[src/logic/plic_bridge_pkg.sv]
`default_nettype none

package plic_bridge_pkg;

  ////////////////////////////////////////////////////////////
  // widths and sizes
  ////////////////////////////////////////////////////////////

  localparam int unsigned AxiAddrWidth = 64;
  localparam int unsigned AxiDataWidth = 64;
  localparam int unsigned RegWidth     = 32;
  // id 0 means no interrupt
  localparam int unsigned NumSources   = 8;
  localparam int unsigned NumTargets   = 2;
  localparam int unsigned PrioWidth    = 3;
  localparam int unsigned IdWidth      = 3;
  localparam int unsigned TgtIdxWidth  = $clog2(NumTargets);

  localparam logic [63:0] PlicBase  = 64'hfff1100000;
  // 8 byte transfer
  localparam logic [2:0]  SizeDword = 3'd3;

  ////////////////////////////////////////////////////////////
  // register map offsets
  ////////////////////////////////////////////////////////////

  localparam logic [31:0] PrioOffset   = 32'h0000_0000;
  localparam logic [31:0] PrioStride   = 32'h0000_0004;
  localparam logic [31:0] PendOffset   = 32'h0000_1000;
  localparam logic [31:0] EnableOffset = 32'h0000_2000;
  localparam logic [31:0] EnableStride = 32'h0000_0080;
  localparam logic [31:0] ThreshOffset = 32'h0020_0000;
  localparam logic [31:0] ThreshStride = 32'h0000_1000;
  localparam logic [31:0] ClaimOffset  = ThreshOffset + 32'h0000_0004;

  typedef logic [AxiAddrWidth-1:0]   axi_addr_t;
  typedef logic [AxiDataWidth-1:0]   axi_data_t;
  typedef logic [AxiDataWidth/8-1:0] axi_strb_t;
  typedef logic [2:0]                axi_size_t;
  typedef logic [RegWidth-1:0]       reg_addr_t;
  typedef logic [RegWidth-1:0]       reg_data_t;
  typedef logic [PrioWidth-1:0]      prio_t;
  typedef logic [IdWidth-1:0]        irq_id_t;
  typedef logic [NumSources-1:0]     src_vec_t;
  typedef logic [2:0]                reg_kind_t;

  localparam reg_kind_t KindNone   = 3'd0;
  localparam reg_kind_t KindPrio   = 3'd1;
  localparam reg_kind_t KindPend   = 3'd2;
  localparam reg_kind_t KindEnable = 3'd3;
  localparam reg_kind_t KindThresh = 3'd4;
  localparam reg_kind_t KindClaim  = 3'd5;

  typedef struct packed {
    axi_addr_t addr;
    axi_size_t size;
  } axil_aw_t;

  typedef struct packed {
    axi_data_t data;
    axi_strb_t strb;
  } axil_w_t;

  typedef struct packed {
    logic      valid;
    logic      write;
    reg_addr_t addr;
    reg_data_t wdata;
  } reg_req_t;

  typedef struct packed {
    reg_kind_t              kind;
    irq_id_t                src;
    logic [TgtIdxWidth-1:0] tgt;
    logic                   we;
    logic                   re;
  } reg_sel_t;

  // one access per cycle, so a single id per pulse kind is enough
  typedef struct packed {
    logic [NumTargets-1:0] claim_valid;
    irq_id_t               claim_id;
    logic [NumTargets-1:0] complete_valid;
    irq_id_t               complete_id;
  } claim_t;

  typedef enum logic [2:0] {
    Idle,
    WriteSecond,
    ReadSecond,
    WriteResp,
    ReadResp
  } bridge_state_e;

endpackage

`default_nettype wire

[src/logic/plic_addr_map.sv]
`default_nettype none

module plic_addr_map import plic_bridge_pkg::*; (
  input  wire reg_req_t reg_req_i,
  output reg_sel_t      reg_sel_o
);

  always_comb begin : p_decode
    reg_addr_t offset;
    reg_addr_t prio_idx;

    offset   = reg_req_i.addr - PlicBase[RegWidth-1:0];
    prio_idx = offset - PrioOffset;

    reg_sel_o.kind = KindNone;
    reg_sel_o.src  = '0;
    reg_sel_o.tgt  = '0;

    // one word per source priority
    if (offset >= PrioOffset && offset < PrioOffset + PrioStride * NumSources &&
        offset[1:0] == 2'b00) begin
      reg_sel_o.kind = KindPrio;
      reg_sel_o.src  = prio_idx[IdWidth+1:2];
    end else if (offset == PendOffset) begin
      reg_sel_o.kind = KindPend;
    end

    for (int unsigned t = 0; t < NumTargets; t++) begin
      if (offset == EnableOffset + EnableStride * t) begin
        reg_sel_o.kind = KindEnable;
        reg_sel_o.tgt  = t[TgtIdxWidth-1:0];
      end
      if (offset == ThreshOffset + ThreshStride * t) begin
        reg_sel_o.kind = KindThresh;
        reg_sel_o.tgt  = t[TgtIdxWidth-1:0];
      end
      if (offset == ClaimOffset + ThreshStride * t) begin
        reg_sel_o.kind = KindClaim;
        reg_sel_o.tgt  = t[TgtIdxWidth-1:0];
      end
    end

    reg_sel_o.we = reg_req_i.valid && reg_req_i.write;
    reg_sel_o.re = reg_req_i.valid && !reg_req_i.write;
  end

endmodule

`default_nettype wire

[src/logic/plic_bridge_fsm.sv]
`default_nettype none

module plic_bridge_fsm import plic_bridge_pkg::*; (
  input  wire logic     clk_i,
  input  wire logic     rst_ni,
  // write address and data, always offered together
  input  wire logic     aw_valid_i,
  input  wire axil_aw_t aw_i,
  output logic          aw_ready_o,
  input  wire logic     w_valid_i,
  input  wire axil_w_t  w_i,
  output logic          w_ready_o,
  // write response
  output logic          b_valid_o,
  input  wire logic     b_ready_i,
  // read address
  input  wire logic     ar_valid_i,
  input  wire axil_aw_t ar_i,
  output logic          ar_ready_o,
  // read data
  output logic          r_valid_o,
  output axi_data_t     r_data_o,
  input  wire logic     r_ready_i,
  // register side
  input  wire reg_data_t rdata_i,
  output reg_req_t       reg_req_o
);

  bridge_state_e state_d, state_q;
  reg_data_t     rword_d, rword_q;
  reg_addr_t     addr_d, addr_q;
  reg_data_t     wdata_hi_d, wdata_hi_q;

  // only idle takes new requests
  assign aw_ready_o = (state_q == Idle);
  assign w_ready_o  = (state_q == Idle);
  assign ar_ready_o = (state_q == Idle);

  assign b_valid_o = (state_q == WriteSecond) || (state_q == WriteResp);
  assign r_valid_o = (state_q == ReadSecond) || (state_q == ReadResp);

  // low word captured at acceptance, high word is the live second read
  assign r_data_o = {rdata_i, rword_q};

  always_comb begin : p_next
    state_d    = state_q;
    rword_d    = rword_q;
    addr_d     = addr_q;
    wdata_hi_d = wdata_hi_q;

    // outside idle the register side looks at the second word
    reg_req_o.valid = 1'b0;
    reg_req_o.write = 1'b0;
    reg_req_o.addr  = addr_q + 32'd4;
    reg_req_o.wdata = wdata_hi_q;

    unique case (state_q)
      Idle: begin
        // write wins over a read offered in the same cycle
        if (aw_valid_i && w_valid_i) begin
          // a zero strobe skips both words
          reg_req_o.valid = |w_i.strb;
          reg_req_o.write = 1'b1;
          reg_req_o.addr  = aw_i.addr[RegWidth-1:0];
          reg_req_o.wdata = w_i.data[RegWidth-1:0];
          addr_d          = aw_i.addr[RegWidth-1:0];
          wdata_hi_d      = w_i.data[AxiDataWidth-1:RegWidth];
          state_d = ((aw_i.size == SizeDword) && (|w_i.strb)) ? WriteSecond : WriteResp;
        end else if (ar_valid_i) begin
          reg_req_o.valid = 1'b1;
          reg_req_o.addr  = ar_i.addr[RegWidth-1:0];
          addr_d          = ar_i.addr[RegWidth-1:0];
          rword_d         = rdata_i;
          state_d = (ar_i.size == SizeDword) ? ReadSecond : ReadResp;
        end
      end
      // high word goes out with the B handshake
      WriteSecond: begin
        if (b_ready_i) begin
          reg_req_o.valid = 1'b1;
          reg_req_o.write = 1'b1;
          state_d         = Idle;
        end
      end
      // high word read only once, so a claim fires once
      ReadSecond: begin
        if (r_ready_i) begin
          reg_req_o.valid = 1'b1;
          state_d         = Idle;
        end
      end
      WriteResp: begin
        if (b_ready_i) begin
          state_d = Idle;
        end
      end
      ReadResp: begin
        if (r_ready_i) begin
          state_d = Idle;
        end
      end
      default: begin
        state_d = Idle;
      end
    endcase
  end

  always_ff @(posedge clk_i or negedge rst_ni) begin : p_state
    if (!rst_ni) begin
      state_q <= Idle;
      rword_q <= '0;
    end else begin
      state_q <= state_d;
      rword_q <= rword_d;
    end
  end

  // request payload for the second word
  always_ff @(posedge clk_i) begin : p_payload
    addr_q     <= addr_d;
    wdata_hi_q <= wdata_hi_d;
  end

endmodule

`default_nettype wire

[src/logic/plic_bridge_top.sv]
`default_nettype none

module plic_bridge_top import plic_bridge_pkg::*; (
  input  wire logic      clk_i,
  input  wire logic      rst_ni,
  // AXI-lite slave
  input  wire logic      aw_valid_i,
  input  wire axil_aw_t  aw_i,
  output logic           aw_ready_o,
  input  wire logic      w_valid_i,
  input  wire axil_w_t   w_i,
  output logic           w_ready_o,
  output logic           b_valid_o,
  input  wire logic      b_ready_i,
  input  wire logic      ar_valid_i,
  input  wire axil_aw_t  ar_i,
  output logic           ar_ready_o,
  output logic           r_valid_o,
  output axi_data_t      r_data_o,
  input  wire logic      r_ready_i,
  // interrupt sources and lines
  input  wire src_vec_t  irq_sources_i,
  input  wire src_vec_t  irq_le_i,
  output logic [NumTargets-1:0] irq_o
);

  reg_req_t                  reg_req;
  reg_sel_t                  reg_sel;
  reg_data_t                 rdata;
  prio_t [NumSources-1:0]    prio;
  src_vec_t [NumTargets-1:0] enable;
  prio_t [NumTargets-1:0]    thresh;
  claim_t                    claim;
  src_vec_t                  pending;
  irq_id_t [NumTargets-1:0]  claim_id;

  ////////////////////////////////////////////////////////////
  // bus side
  ////////////////////////////////////////////////////////////

  plic_bridge_fsm plic_bridge_fsm_inst (
    .clk_i      ( clk_i      ),
    .rst_ni     ( rst_ni     ),
    .aw_valid_i ( aw_valid_i ),
    .aw_i       ( aw_i       ),
    .aw_ready_o ( aw_ready_o ),
    .w_valid_i  ( w_valid_i  ),
    .w_i        ( w_i        ),
    .w_ready_o  ( w_ready_o  ),
    .b_valid_o  ( b_valid_o  ),
    .b_ready_i  ( b_ready_i  ),
    .ar_valid_i ( ar_valid_i ),
    .ar_i       ( ar_i       ),
    .ar_ready_o ( ar_ready_o ),
    .r_valid_o  ( r_valid_o  ),
    .r_data_o   ( r_data_o   ),
    .r_ready_i  ( r_ready_i  ),
    .rdata_i    ( rdata      ),
    .reg_req_o  ( reg_req    )
  );

  plic_addr_map plic_addr_map_inst (
    .reg_req_i ( reg_req ),
    .reg_sel_o ( reg_sel )
  );

  ////////////////////////////////////////////////////////////
  // interrupt controller
  ////////////////////////////////////////////////////////////

  plic_reg_file plic_reg_file_inst (
    .clk_i      ( clk_i         ),
    .rst_ni     ( rst_ni        ),
    .reg_sel_i  ( reg_sel       ),
    .wdata_i    ( reg_req.wdata ),
    .rdata_o    ( rdata         ),
    .pending_i  ( pending       ),
    .claim_id_i ( claim_id      ),
    .prio_o     ( prio          ),
    .enable_o   ( enable        ),
    .thresh_o   ( thresh        ),
    .claim_o    ( claim         )
  );

  plic_gateway plic_gateway_inst (
    .clk_i         ( clk_i         ),
    .rst_ni        ( rst_ni        ),
    .irq_sources_i ( irq_sources_i ),
    .irq_le_i      ( irq_le_i      ),
    .claim_i       ( claim         ),
    .pending_o     ( pending       )
  );

  // target 0 machine, target 1 supervisor
  for (genvar t = 0; t < NumTargets; t++) begin : g_target
    plic_target plic_target_inst (
      .clk_i      ( clk_i       ),
      .rst_ni     ( rst_ni      ),
      .pending_i  ( pending     ),
      .enable_i   ( enable[t]   ),
      .prio_i     ( prio        ),
      .thresh_i   ( thresh[t]   ),
      .claim_id_o ( claim_id[t] ),
      .irq_o      ( irq_o[t]    )
    );
  end

endmodule

`default_nettype wire

[src/logic/plic_gateway.sv]
`default_nettype none

module plic_gateway import plic_bridge_pkg::*; (
  input  wire logic     clk_i,
  input  wire logic     rst_ni,
  input  wire src_vec_t irq_sources_i,
  // 0 for level, 1 for edge
  input  wire src_vec_t irq_le_i,
  input  wire claim_t   claim_i,
  output src_vec_t      pending_o
);

  src_vec_t src_q;
  src_vec_t busy_q;
  src_vec_t pending_q;
  src_vec_t qualify;
  src_vec_t claim_hit;
  src_vec_t complete_hit;

  assign pending_o = pending_q;

  always_comb begin : p_qualify
    for (int unsigned i = 0; i < NumSources; i++) begin
      // rising edge against the delayed copy
      qualify[i] = irq_le_i[i] ? (irq_sources_i[i] && !src_q[i]) : irq_sources_i[i];
      claim_hit[i]    = (|claim_i.claim_valid) && (claim_i.claim_id == irq_id_t'(i));
      complete_hit[i] = (|claim_i.complete_valid) && (claim_i.complete_id == irq_id_t'(i));
    end
  end

  always_ff @(posedge clk_i or negedge rst_ni) begin : p_gate
    if (!rst_ni) begin
      src_q     <= '0;
      busy_q    <= '0;
      pending_q <= '0;
    end else begin
      src_q <= irq_sources_i;
      for (int unsigned i = 1; i < NumSources; i++) begin
        // claim closes the gate until complete
        if (claim_hit[i]) begin
          pending_q[i] <= 1'b0;
          busy_q[i]    <= 1'b1;
        end else if (qualify[i] && !busy_q[i]) begin
          pending_q[i] <= 1'b1;
        end
        if (complete_hit[i]) begin
          busy_q[i] <= 1'b0;
        end
      end
      // id 0 never pends
      pending_q[0] <= 1'b0;
      busy_q[0]    <= 1'b0;
    end
  end

endmodule

`default_nettype wire

[src/logic/plic_reg_file.sv]
`default_nettype none

module plic_reg_file import plic_bridge_pkg::*; (
  input  wire logic                       clk_i,
  input  wire logic                       rst_ni,
  input  wire reg_sel_t                   reg_sel_i,
  input  wire reg_data_t                  wdata_i,
  output reg_data_t                       rdata_o,
  input  wire src_vec_t                   pending_i,
  input  wire irq_id_t [NumTargets-1:0]   claim_id_i,
  output prio_t [NumSources-1:0]          prio_o,
  output src_vec_t [NumTargets-1:0]       enable_o,
  output prio_t [NumTargets-1:0]          thresh_o,
  output claim_t                          claim_o
);

  prio_t [NumSources-1:0]    prio_q;
  src_vec_t [NumTargets-1:0] enable_q;
  prio_t [NumTargets-1:0]    thresh_q;

  assign prio_o   = prio_q;
  assign enable_o = enable_q;
  assign thresh_o = thresh_q;

  ////////////////////////////////////////////////////////////
  // configuration registers
  ////////////////////////////////////////////////////////////

  always_ff @(posedge clk_i or negedge rst_ni) begin : p_cfg
    if (!rst_ni) begin
      prio_q   <= '0;
      enable_q <= '0;
      thresh_q <= '0;
    end else if (reg_sel_i.we) begin
      case (reg_sel_i.kind)
        KindPrio: begin
          // source 0 is reserved and keeps priority 0
          if (reg_sel_i.src != '0) begin
            prio_q[reg_sel_i.src] <= wdata_i[PrioWidth-1:0];
          end
        end
        KindEnable: begin
          enable_q[reg_sel_i.tgt] <= {wdata_i[NumSources-1:1], 1'b0};
        end
        KindThresh: begin
          thresh_q[reg_sel_i.tgt] <= wdata_i[PrioWidth-1:0];
        end
        default: begin
          // pending is read only, claim handled below
        end
      endcase
    end
  end

  ////////////////////////////////////////////////////////////
  // read mux
  ////////////////////////////////////////////////////////////

  always_comb begin : p_rdata
    rdata_o = '0;
    case (reg_sel_i.kind)
      KindPrio:   rdata_o = RegWidth'(prio_q[reg_sel_i.src]);
      KindPend:   rdata_o = RegWidth'(pending_i);
      KindEnable: rdata_o = RegWidth'(enable_q[reg_sel_i.tgt]);
      KindThresh: rdata_o = RegWidth'(thresh_q[reg_sel_i.tgt]);
      KindClaim:  rdata_o = RegWidth'(claim_id_i[reg_sel_i.tgt]);
      default:    rdata_o = '0;
    endcase
  end

  // claim on read, complete on write
  always_comb begin : p_claim
    claim_o.claim_valid    = '0;
    claim_o.complete_valid = '0;
    claim_o.claim_id       = claim_id_i[reg_sel_i.tgt];
    claim_o.complete_id    = wdata_i[IdWidth-1:0];
    if (reg_sel_i.kind == KindClaim) begin
      claim_o.claim_valid[reg_sel_i.tgt]    = reg_sel_i.re;
      claim_o.complete_valid[reg_sel_i.tgt] = reg_sel_i.we;
    end
  end

endmodule

`default_nettype wire

[src/logic/plic_target.sv]
`default_nettype none

module plic_target import plic_bridge_pkg::*; (
  input  wire logic                   clk_i,
  input  wire logic                   rst_ni,
  input  wire src_vec_t               pending_i,
  input  wire src_vec_t               enable_i,
  input  wire prio_t [NumSources-1:0] prio_i,
  input  wire prio_t                  thresh_i,
  output irq_id_t                     claim_id_o,
  output logic                        irq_o
);

  prio_t   best_prio;
  irq_id_t best_id;
  logic    irq_q;

  // strict compare keeps the lowest id on a tie
  // priority 0 never wins
  always_comb begin : p_select
    best_prio = '0;
    best_id   = '0;
    for (int unsigned i = 1; i < NumSources; i++) begin
      if (pending_i[i] && enable_i[i] && (prio_i[i] > best_prio)) begin
        best_prio = prio_i[i];
        best_id   = irq_id_t'(i);
      end
    end
  end

  assign claim_id_o = (best_prio > thresh_i) ? best_id : '0;

  always_ff @(posedge clk_i or negedge rst_ni) begin : p_irq
    if (!rst_ni) begin
      irq_q <= 1'b0;
    end else begin
      irq_q <= (claim_id_o != '0);
    end
  end

  assign irq_o = irq_q;

endmodule

`default_nettype wire

[config.mk]
export PLATFORM = sky130hd
export DESIGN_NAME = plic_bridge_top
export DESIGN_NICKNAME = d
export VERILOG_FILES = /design/src/logic/plic_bridge_pkg.sv /design/src/logic/plic_addr_map.sv /design/src/logic/plic_bridge_fsm.sv /design/src/logic/plic_bridge_top.sv /design/src/logic/plic_gateway.sv /design/src/logic/plic_reg_file.sv /design/src/logic/plic_target.sv
export SDC_FILE = /design/constraint.sdc
export NUM_CORES = 1
export LEC_CHECK = 0
export ABC_AREA = 1
export BUFFER_PORTS_ARGS = -buffer_cell sky130_fd_sc_hd__buf_2
export CAP_MARGIN = 20
export CELL_PAD_IN_SITES_DETAIL_PLACEMENT = 1
export CELL_PAD_IN_SITES_GLOBAL_PLACEMENT = 2
export CORE_ASPECT_RATIO = 0.7
export CORE_UTILIZATION = 27
export CTS_BUF_LIST = sky130_fd_sc_hd__clkbuf_4 sky130_fd_sc_hd__clkbuf_8 sky130_fd_sc_hd__clkbuf_16
export CTS_CLUSTER_DIAMETER = 30
export DETAILED_ROUTE_END_ITERATION = 16
export GPL_ROUTABILITY_DRIVEN = 1
export PLACE_DENSITY_LB_ADDON = 0.1
export SYNTH_ARGS = -nofsm -noshare
export SYNTH_HDL_FRONTEND = slang
export SYNTH_SLANG_ARGS = --single-unit
[constraint.sdc]
create_clock -name clk_i -period 10.22 [get_ports clk_i]
set_input_delay 0.511 -clock clk_i [delete_from_list [all_inputs] [get_ports clk_i]]
set_output_delay 0.511 -clock clk_i [all_outputs]
set_load 0.01 [all_outputs]
==> reports/metrics.cfg, run 1 <==
[run_status]
status=complete, no violations

[clocking]
htreeDepth=4
clk_pin_slew_worst_paths_ns=0.07
numCtsBuffers=17
clk_path_buf_depth=2
clock_latency_ns=0.45
cts_tree=built
clock-root-buffer=clkbuf_16
cts.sinks=118

[global_route]
grt_usage_pct=20.4
grt_first_pass_wirelength_um=53700
grt_pass1_vias=9198
antenna_found_initial=1
overflow=0
grt_max_degree=56

[drt]
vias=9107
route.detailed.wl_per_inst_um=17.8
vias_per_cell=4.71
drc_errors=0
drtAntennaViolNets=0
wl_um=34400
drt-initial-drc-count=417
dr.pass1.iters=5

[sta]
worst_slew_pin_slew_ns=1.02
finalHoldViolCount=0
setup_slack_ns=0.700
finalCritPeriodShare_pct=93.1
finalSetupViolCount=0
skew_ns=0.0109
whs_ns=0.178
fmax_mhz=105
relSlewSlack_pct=32.0
finalMaxSlewViolations=0
period_minus_slack_ns=9.52

[logic_synthesis]
ys_seq_elements=118
synth_enable_flop_cells=40
syn_avg_cell_area_um2=6.87
synth_cell_types=55
synth_area_um2=9250
ys_seq_area_share_pct=34.1
synthArstFlopShare_pct=66.1
yosysWarnings=0
synth_ff_type=dfrtp_1
synthCells=1345

[flow_run]
cap_violations=0

[placement]
place_ws_ns=0.145
placed_cell_area_um2=10200
portBuffers=137
hpwl_um=28000
gp_congestion=0.885

[floorplan]
dieArea_um2=35000
ios=300
die_width_um=223
core_um2=33600
rows=56
dieHeight_um=157
start_util_pct=27.5

[final_layout]
drive_above_1_share_pct=18.7
fin_nets=1748
post-route-util_pct=32.5
fin_area_um2=10900
area_delta_synth_final_pct=18.1
antenna_cells=0

[pwr]
irDropWorstVdd_v=0.0000769
power.clock.fraction_pct=32.2
intPower_w=0.00108
power_density_nw_per_um2=173
power_switching_w=0.000817
p_total_w=0.00189
switching_share_pct=43.1
p_comb_share_pct=35.1
total_leakage_power_nw=5.30
p_seq_share_pct=32.7

[worst_setup_path]
reg2reg_from=plic_reg_file_inst.prio_o[5]
cp.depth=55
required_ns=9.71
r2r-end=plic_gateway_inst.pending_o[4]
cp-end-kind=output pin
path_max_fanout=8
slowest_delay_ns=0.42
critPathKind=flip-flop to output pin
r2r_slack_ns=1.36
cp_common_cell=nand2_1
critPathSlowestCell=dfrtp_2
start_kind=flip-flop
path_delay_family=simple AND/OR/NAND/NOR gates
crit_buf_inv=9
arrival_ns=9.01
reg2reg_depth=56

[hold_path]
hp-class=primary input to flip-flop
min_path_cells=1
hold_path_startpoint=irq_sources_i[2]
hold_end=plic_gateway_inst.src_q[2]

==> power by group through the flow <==
stage / sequential (W) / combinational (W) / clock (W)
after floorplan: 0.000609 / 0.000489 / 0
after global placement: 0.000626 / 0.000667 / 0
after detailed placement: 0.000627 / 0.000674 / 0
after CTS: 0.000619 / 0.000676 / 0.000627
after global routing: 0.000627 / 0.000755 / 0.000644
final: 0.000619 / 0.000665 / 0.000611
==> final cells by class <==
cell class              instances  area (um^2)
repair buffers                151          796
flip-flops and latches        118         3160
inverters                     147          554
clock buffers                  17          425
multi-input cells            1052         5290
fillers                      4241        22600
well taps                     435          544
clock inverters                15          155
==> timing repair <==
item,4_1_cts,5_1_grt
endpoints found under the setup margin,3,17
resized for setup,8,32
hold endpoints to repair,23,0
pin swaps,0,6
hold buffers,1,0
buffers inserted,0,6
==> cell families (layout without fill, tap and decap cells) <==
| family | after synthesis | in the layout | share of synthesized area [%] |
|---|---|---|---|
| simple gates | 762 | 762 | 35.8 |
| buf+inv | 222 | 330 | 11.6 |
| compound gates | 185 | 185 | 11.6 |
| flops | 118 | 118 | 34.1 |
| fa+ha+maj | 32 | 32 | 4.33 |
| xor+xnor | 15 | 15 | 1.42 |
| mux | 10 | 10 | 1.08 |
| other cells | 1 | 48 | 0.0406 |
==> cell usage after synthesis, types with 3 or more instances <==
cell type	instances	area, um^2
nand2_1	444	1670
inv_1	129	484
nand3_1	120	601
nor2_1	108	405
dfrtp_1	78	1950
o21ai_1	65	325
buf_4	53	398
o21ai_0	51	255
edfxtp_1	40	1200
ha_1	32	400
a21oi_1	30	150
nand4_1	25	156
inv_2	16	60.1
xnor2_1	13	114
nor3_1	12	60.1
mux2i_1	10	100
buf_2	9	45.0
nand2_2	9	56.3
nor2_2	9	56.3
clkbuf_1	8	30.0
or2_2	7	43.8
nor2_4	6	67.6
o21a_1	6	45.0
a21o_1	5	37.5
a31oi_1	5	31.3
nand3b_1	5	37.5
buf_6	4	45.0
a211oi_1	3	22.5
nand3_2	3	30.0
nor3_2	3	30.0
nor4_1	3	18.8
o211ai_1	3	22.5
o21bai_1	3	22.5
==> per-layer routing <==
metal | part of all wire, % | GRT usage, % | wire length [um] | vias up
li1 | - | - | - | 4590
met1 | 57 | 32.6 | 19500 | 4300
met3 | 5.3 | 4.66 | 1830 | 17
met5 | 0 | 0 | 0 | -
met2 | 37 | 26.9 | 12800 | 200
met4 | 0.73 | 3.51 | 252 | 0
==> registers in the layout, indices dropped and copies added (netlist names), 3 cells and up <==
signal / flops
plic_bridge_fsm_inst.addr_q: 32
plic_reg_file_inst.prio_o: 24
plic_reg_file_inst.enable_o: 14
plic_bridge_fsm_inst.rword_q: 8
plic_bridge_fsm_inst.wdata_hi_q: 8
plic_gateway_inst.busy_q: 7
plic_gateway_inst.pending_o: 7
plic_gateway_inst.src_q: 7
plic_reg_file_inst.thresh_o: 6
plic_bridge_fsm_inst.state_q: 3
==> stage by stage <==
step	instances	setup TNS [ns]
after floorplan	1392	0
after global placement	1896	0
after detailed placement	1896	0
after CTS	1929	0
after global routing	1935	-0.0101
final	1935	0
==> cells in the final DEF (no fill, tap or decap), drive strengths merged, types with 2 or more instances in the layout <==
master / Yosys / layout
a211oi: 3 / 3
a21o: 5 / 5
a21oi: 33 / 33
a22oi: 2 / 2
a31oi: 5 / 5
buf: 67 / 150
clkbuf: 8 / 17
clkinv: 1 / 4
conb: 1 / 48
dfrtp: 78 / 78
edfxtp: 40 / 40
ha: 32 / 32
inv: 146 / 157
mux2i: 10 / 10
nand2: 454 / 454
nand3: 123 / 123
nand3b: 5 / 5
nand4: 26 / 26
nor2: 123 / 123
nor3: 16 / 16
nor4: 3 / 3
o211ai: 3 / 3
o21a: 6 / 6
o21ai: 118 / 118
o21bai: 4 / 4
o31ai: 2 / 2
o32ai: 2 / 2
or2: 9 / 9
xnor2: 13 / 13
xor2: 2 / 2
==> worst max path at each step <==
stage / startpoint / end / slack [ns]
2_1_floorplan: plic_reg_file_inst.prio_o[5] / r_data_o[33] / 2.38
3_3_place_gp: plic_gateway_inst.pending_o[1] / r_data_o[34] / 0.21
3_5_place_dp: plic_gateway_inst.pending_o[1] / r_data_o[34] / 0.14
4_1_cts: plic_reg_file_inst.prio_o[5] / r_data_o[33] / 0.07
5_1_grt: plic_reg_file_inst.prio_o[5] / r_data_o[34] / -0.01
6_report: plic_reg_file_inst.prio_o[5] / r_data_o[33] / 0.70
(Power assumes the default switching activity.)
==> run 2, diff against run 1 <==
--- a/config.mk
+++ b/config.mk
@@ -9,9 +9,9 @@
 export BUFFER_PORTS_ARGS = -buffer_cell sky130_fd_sc_hd__buf_2
 export CAP_MARGIN = 20
 export CELL_PAD_IN_SITES_DETAIL_PLACEMENT = 1
-export CELL_PAD_IN_SITES_GLOBAL_PLACEMENT = 2
+export CELL_PAD_IN_SITES_GLOBAL_PLACEMENT = 1
 export CORE_ASPECT_RATIO = 0.7
-export CORE_UTILIZATION = 27
+export CORE_UTILIZATION = 35
 export CTS_BUF_LIST = sky130_fd_sc_hd__clkbuf_4 sky130_fd_sc_hd__clkbuf_8 sky130_fd_sc_hd__clkbuf_16
 export CTS_CLUSTER_DIAMETER = 30
 export DETAILED_ROUTE_END_ITERATION = 16
==> reports/metrics.cfg, run 2 (synthesis results as in run 1) <==
[sta]
finalCritPeriodShare_pct=93.4  ; +0.28 points
whs_ns=0.184  ; +0.00632 ns
finalHoldViolCount=0  ; unchanged
relSlewSlack_pct=33.4  ; +1.4 points
fin_tns_setup_ns=0  ; unchanged
fmax_mhz=105  ; -0.30%
period_minus_slack_ns=9.55  ; +0.0286 ns
skew_ns=0.0142  ; +0.00329 ns
finalMaxSlewViolations=0  ; unchanged
finalSetupViolCount=0  ; unchanged
worst_slew_pin_slew_ns=0.998  ; -0.0212 ns

[floorplan]
ios=300  ; unchanged
core_um2=25800  ; -23%
die_width_um=196  ; -12%
dieArea_um2=27100  ; -23%
dieHeight_um=138  ; -12%
rows=49  ; -13%
start_util_pct=35.8  ; +8.3 points

[placement]
placed_cell_area_um2=10100  ; -1.1%
hpwl_um=26700  ; -4.7%
portBuffers=137  ; unchanged
post-place-cells=1817  ; -4.2%
gp_congestion=0.896  ; +1.3%

[flow_run]
cap_violations=0  ; unchanged

[drt]
vias=9419  ; +3.4%
drt-initial-drc-count=700  ; +68%
wl_um=33300  ; -3.1%
vias_per_cell=5.06  ; +7.5%
dr.pass1.iters=4  ; -1
route.detailed.wl_per_inst_um=17.9  ; +0.74%
drc_errors=0  ; unchanged
drtAntennaViolNets=0  ; unchanged

[worst_setup_path]
cp.depth=56  ; +1.8%
start_kind=flip-flop
cp_common_cell=nand2_1
reg2reg_depth=57  ; +1.8%
critPathKind=flip-flop to output pin
slowest_delay_ns=0.40  ; -0.02 ns
cp-end-kind=output pin
crit_buf_inv=8  ; -1
path_delay_family=simple AND/OR/NAND/NOR gates
critPathSlowestCell=dfrtp_2
reg2reg_from=plic_reg_file_inst.prio_o[5]
required_ns=9.71  ; about the same
path_max_fanout=8  ; unchanged
crit_start=plic_reg_file_inst.prio_o[5]
arrival_ns=9.04  ; +0.03 ns

[final_layout]
area_delta_synth_final_pct=17.1
largest_reg_flops=32  ; unchanged
final_cell_mix=nand2_1, buf_2, inv_1, nand3_1, nor2_1
fin_nets=1751  ; +0.17%
fillers=3344  ; -21%
final_common_cell=nand2_1
largest-register=plic_bridge_fsm_inst.addr_q
fin_area_um2=10800  ; -0.86%
post-route-util_pct=42.0  ; +9.4 points
stdcell_count=1861  ; -3.8%
drive_above_1_share_pct=18.4  ; -0.30 points

[pwr]
intPower_w=0.00108  ; -0.10%
power_switching_w=0.000821  ; +0.39%
switching_share_pct=43.3  ; +0.12 points
power_density_nw_per_um2=175  ; +0.97%
p_comb_share_pct=35.3  ; +0.2 points
total_leakage_power_nw=5.31  ; +0.20%
p_seq_share_pct=32.9  ; +0.2 points
irDropWorstVdd_v=0.000115  ; +50%
power.clock.fraction_pct=31.8  ; -0.4 points

[clocking]
cts_tree=built
cts.sinks=118  ; unchanged
clk_pin_slew_worst_paths_ns=0.07  ; about the same
clock_latency_ns=0.45  ; about the same
htreeDepth=4  ; unchanged
clk_path_buf_depth=2  ; unchanged
numCtsBuffers=17  ; unchanged
clock-root-buffer=clkbuf_16

[hold_path]
min_path_cells=1  ; unchanged
hold_path_startpoint=irq_sources_i[2]
hp-class=primary input to flip-flop

[global_route]
grt_pass1_vias=9068  ; -1.4%
grt_first_pass_wirelength_um=51300  ; -4.5%
antenna_found_initial=0  ; -1
overflow=0  ; unchanged
grt_usage_pct=25.3  ; +4.9 points
grt_max_degree=61  ; +8.9%

[run_status]
status=complete, no violations

-- run 2: path summary, 6_finish.rpt --
path,to,slack (ns)
setup / recovery,r_data_o[32],0.67
hold / removal,plic_gateway_inst.src_q[2],0.18
setup reg to reg,plic_gateway_inst.pending_o[4],1.20
hold reg to reg,plic_reg_file_inst.prio_o[1],0.38
max in group asynchronous,plic_reg_file_inst.prio_o[4],8.61
min in group asynchronous,plic_reg_file_inst.prio_o[10],0.47
-- run 2: through the flow --
stage               power [W]  setup slack [ns]
CTS                   0.00191            0.0443
finish                0.00190             0.672
global placement      0.00128             0.480
floorplan             0.00110              2.38
detailed placement    0.00129             0.262
global route          0.00201           -0.0902
-- run 2: area by class of cell --
type / instances / area [um^2] / area share (%)
multi-input combinational: 1052 / 5280 / 48.7
sequential: 118 / 3160 / 29.2
timing repair buffer: 154 / 818 / 7.56
inverter: 147 / 554 / 5.12
tap: 357 / 447 / 4.13
clock buffer: 17 / 425 / 3.93
clock inverter: 15 / 149 / 1.38
antenna: 1 / 2.50 / 0.0231
-- run 2: metal layers --
layer / routed length (um) / vias to the layer above / GRT usage (%)
li1: - / 4603 / -
met1: 18100 / 4528 / 40.1
met2: 12700 / 268 / 34.0
met3: 2260 / 20 / 5.57
met4: 241 / 0 / 5.03
met5: 0 / - / 0
-- run 2: power groups by stage --
stage	sequential, W	clock, W	combinational, W
5_1_grt	0.000629	0.000634	0.000743
6_report	0.000624	0.000603	0.000670
2_1_floorplan	0.000609	0	0.000489
3_3_place_gp	0.000628	0	0.000650
4_1_cts	0.000621	0.000618	0.000667
3_5_place_dp	0.000629	0	0.000664
-- run 2: repair_timing --
action,CTS,global route
resized for setup,4,29
hold endpoints to repair,18,0
pin swaps,1,4
setup buffers,2,8
hold buffers,1,0
setup endpoints to repair,3,19
-- run 2: worst reg2reg max path: cells and delay by family (launching register included) --
| kind | cells | cell delay (ns) |
|---|---|---|
| and+or+nand+nor | 27 | 3.28 |
| AOI/OAI and AO/OA | 15 | 2.30 |
| adders and majority gates | 7 | 2.23 |
| buffers and inverters | 8 | 0.72 |
| DFF | 1 | 0.40 |
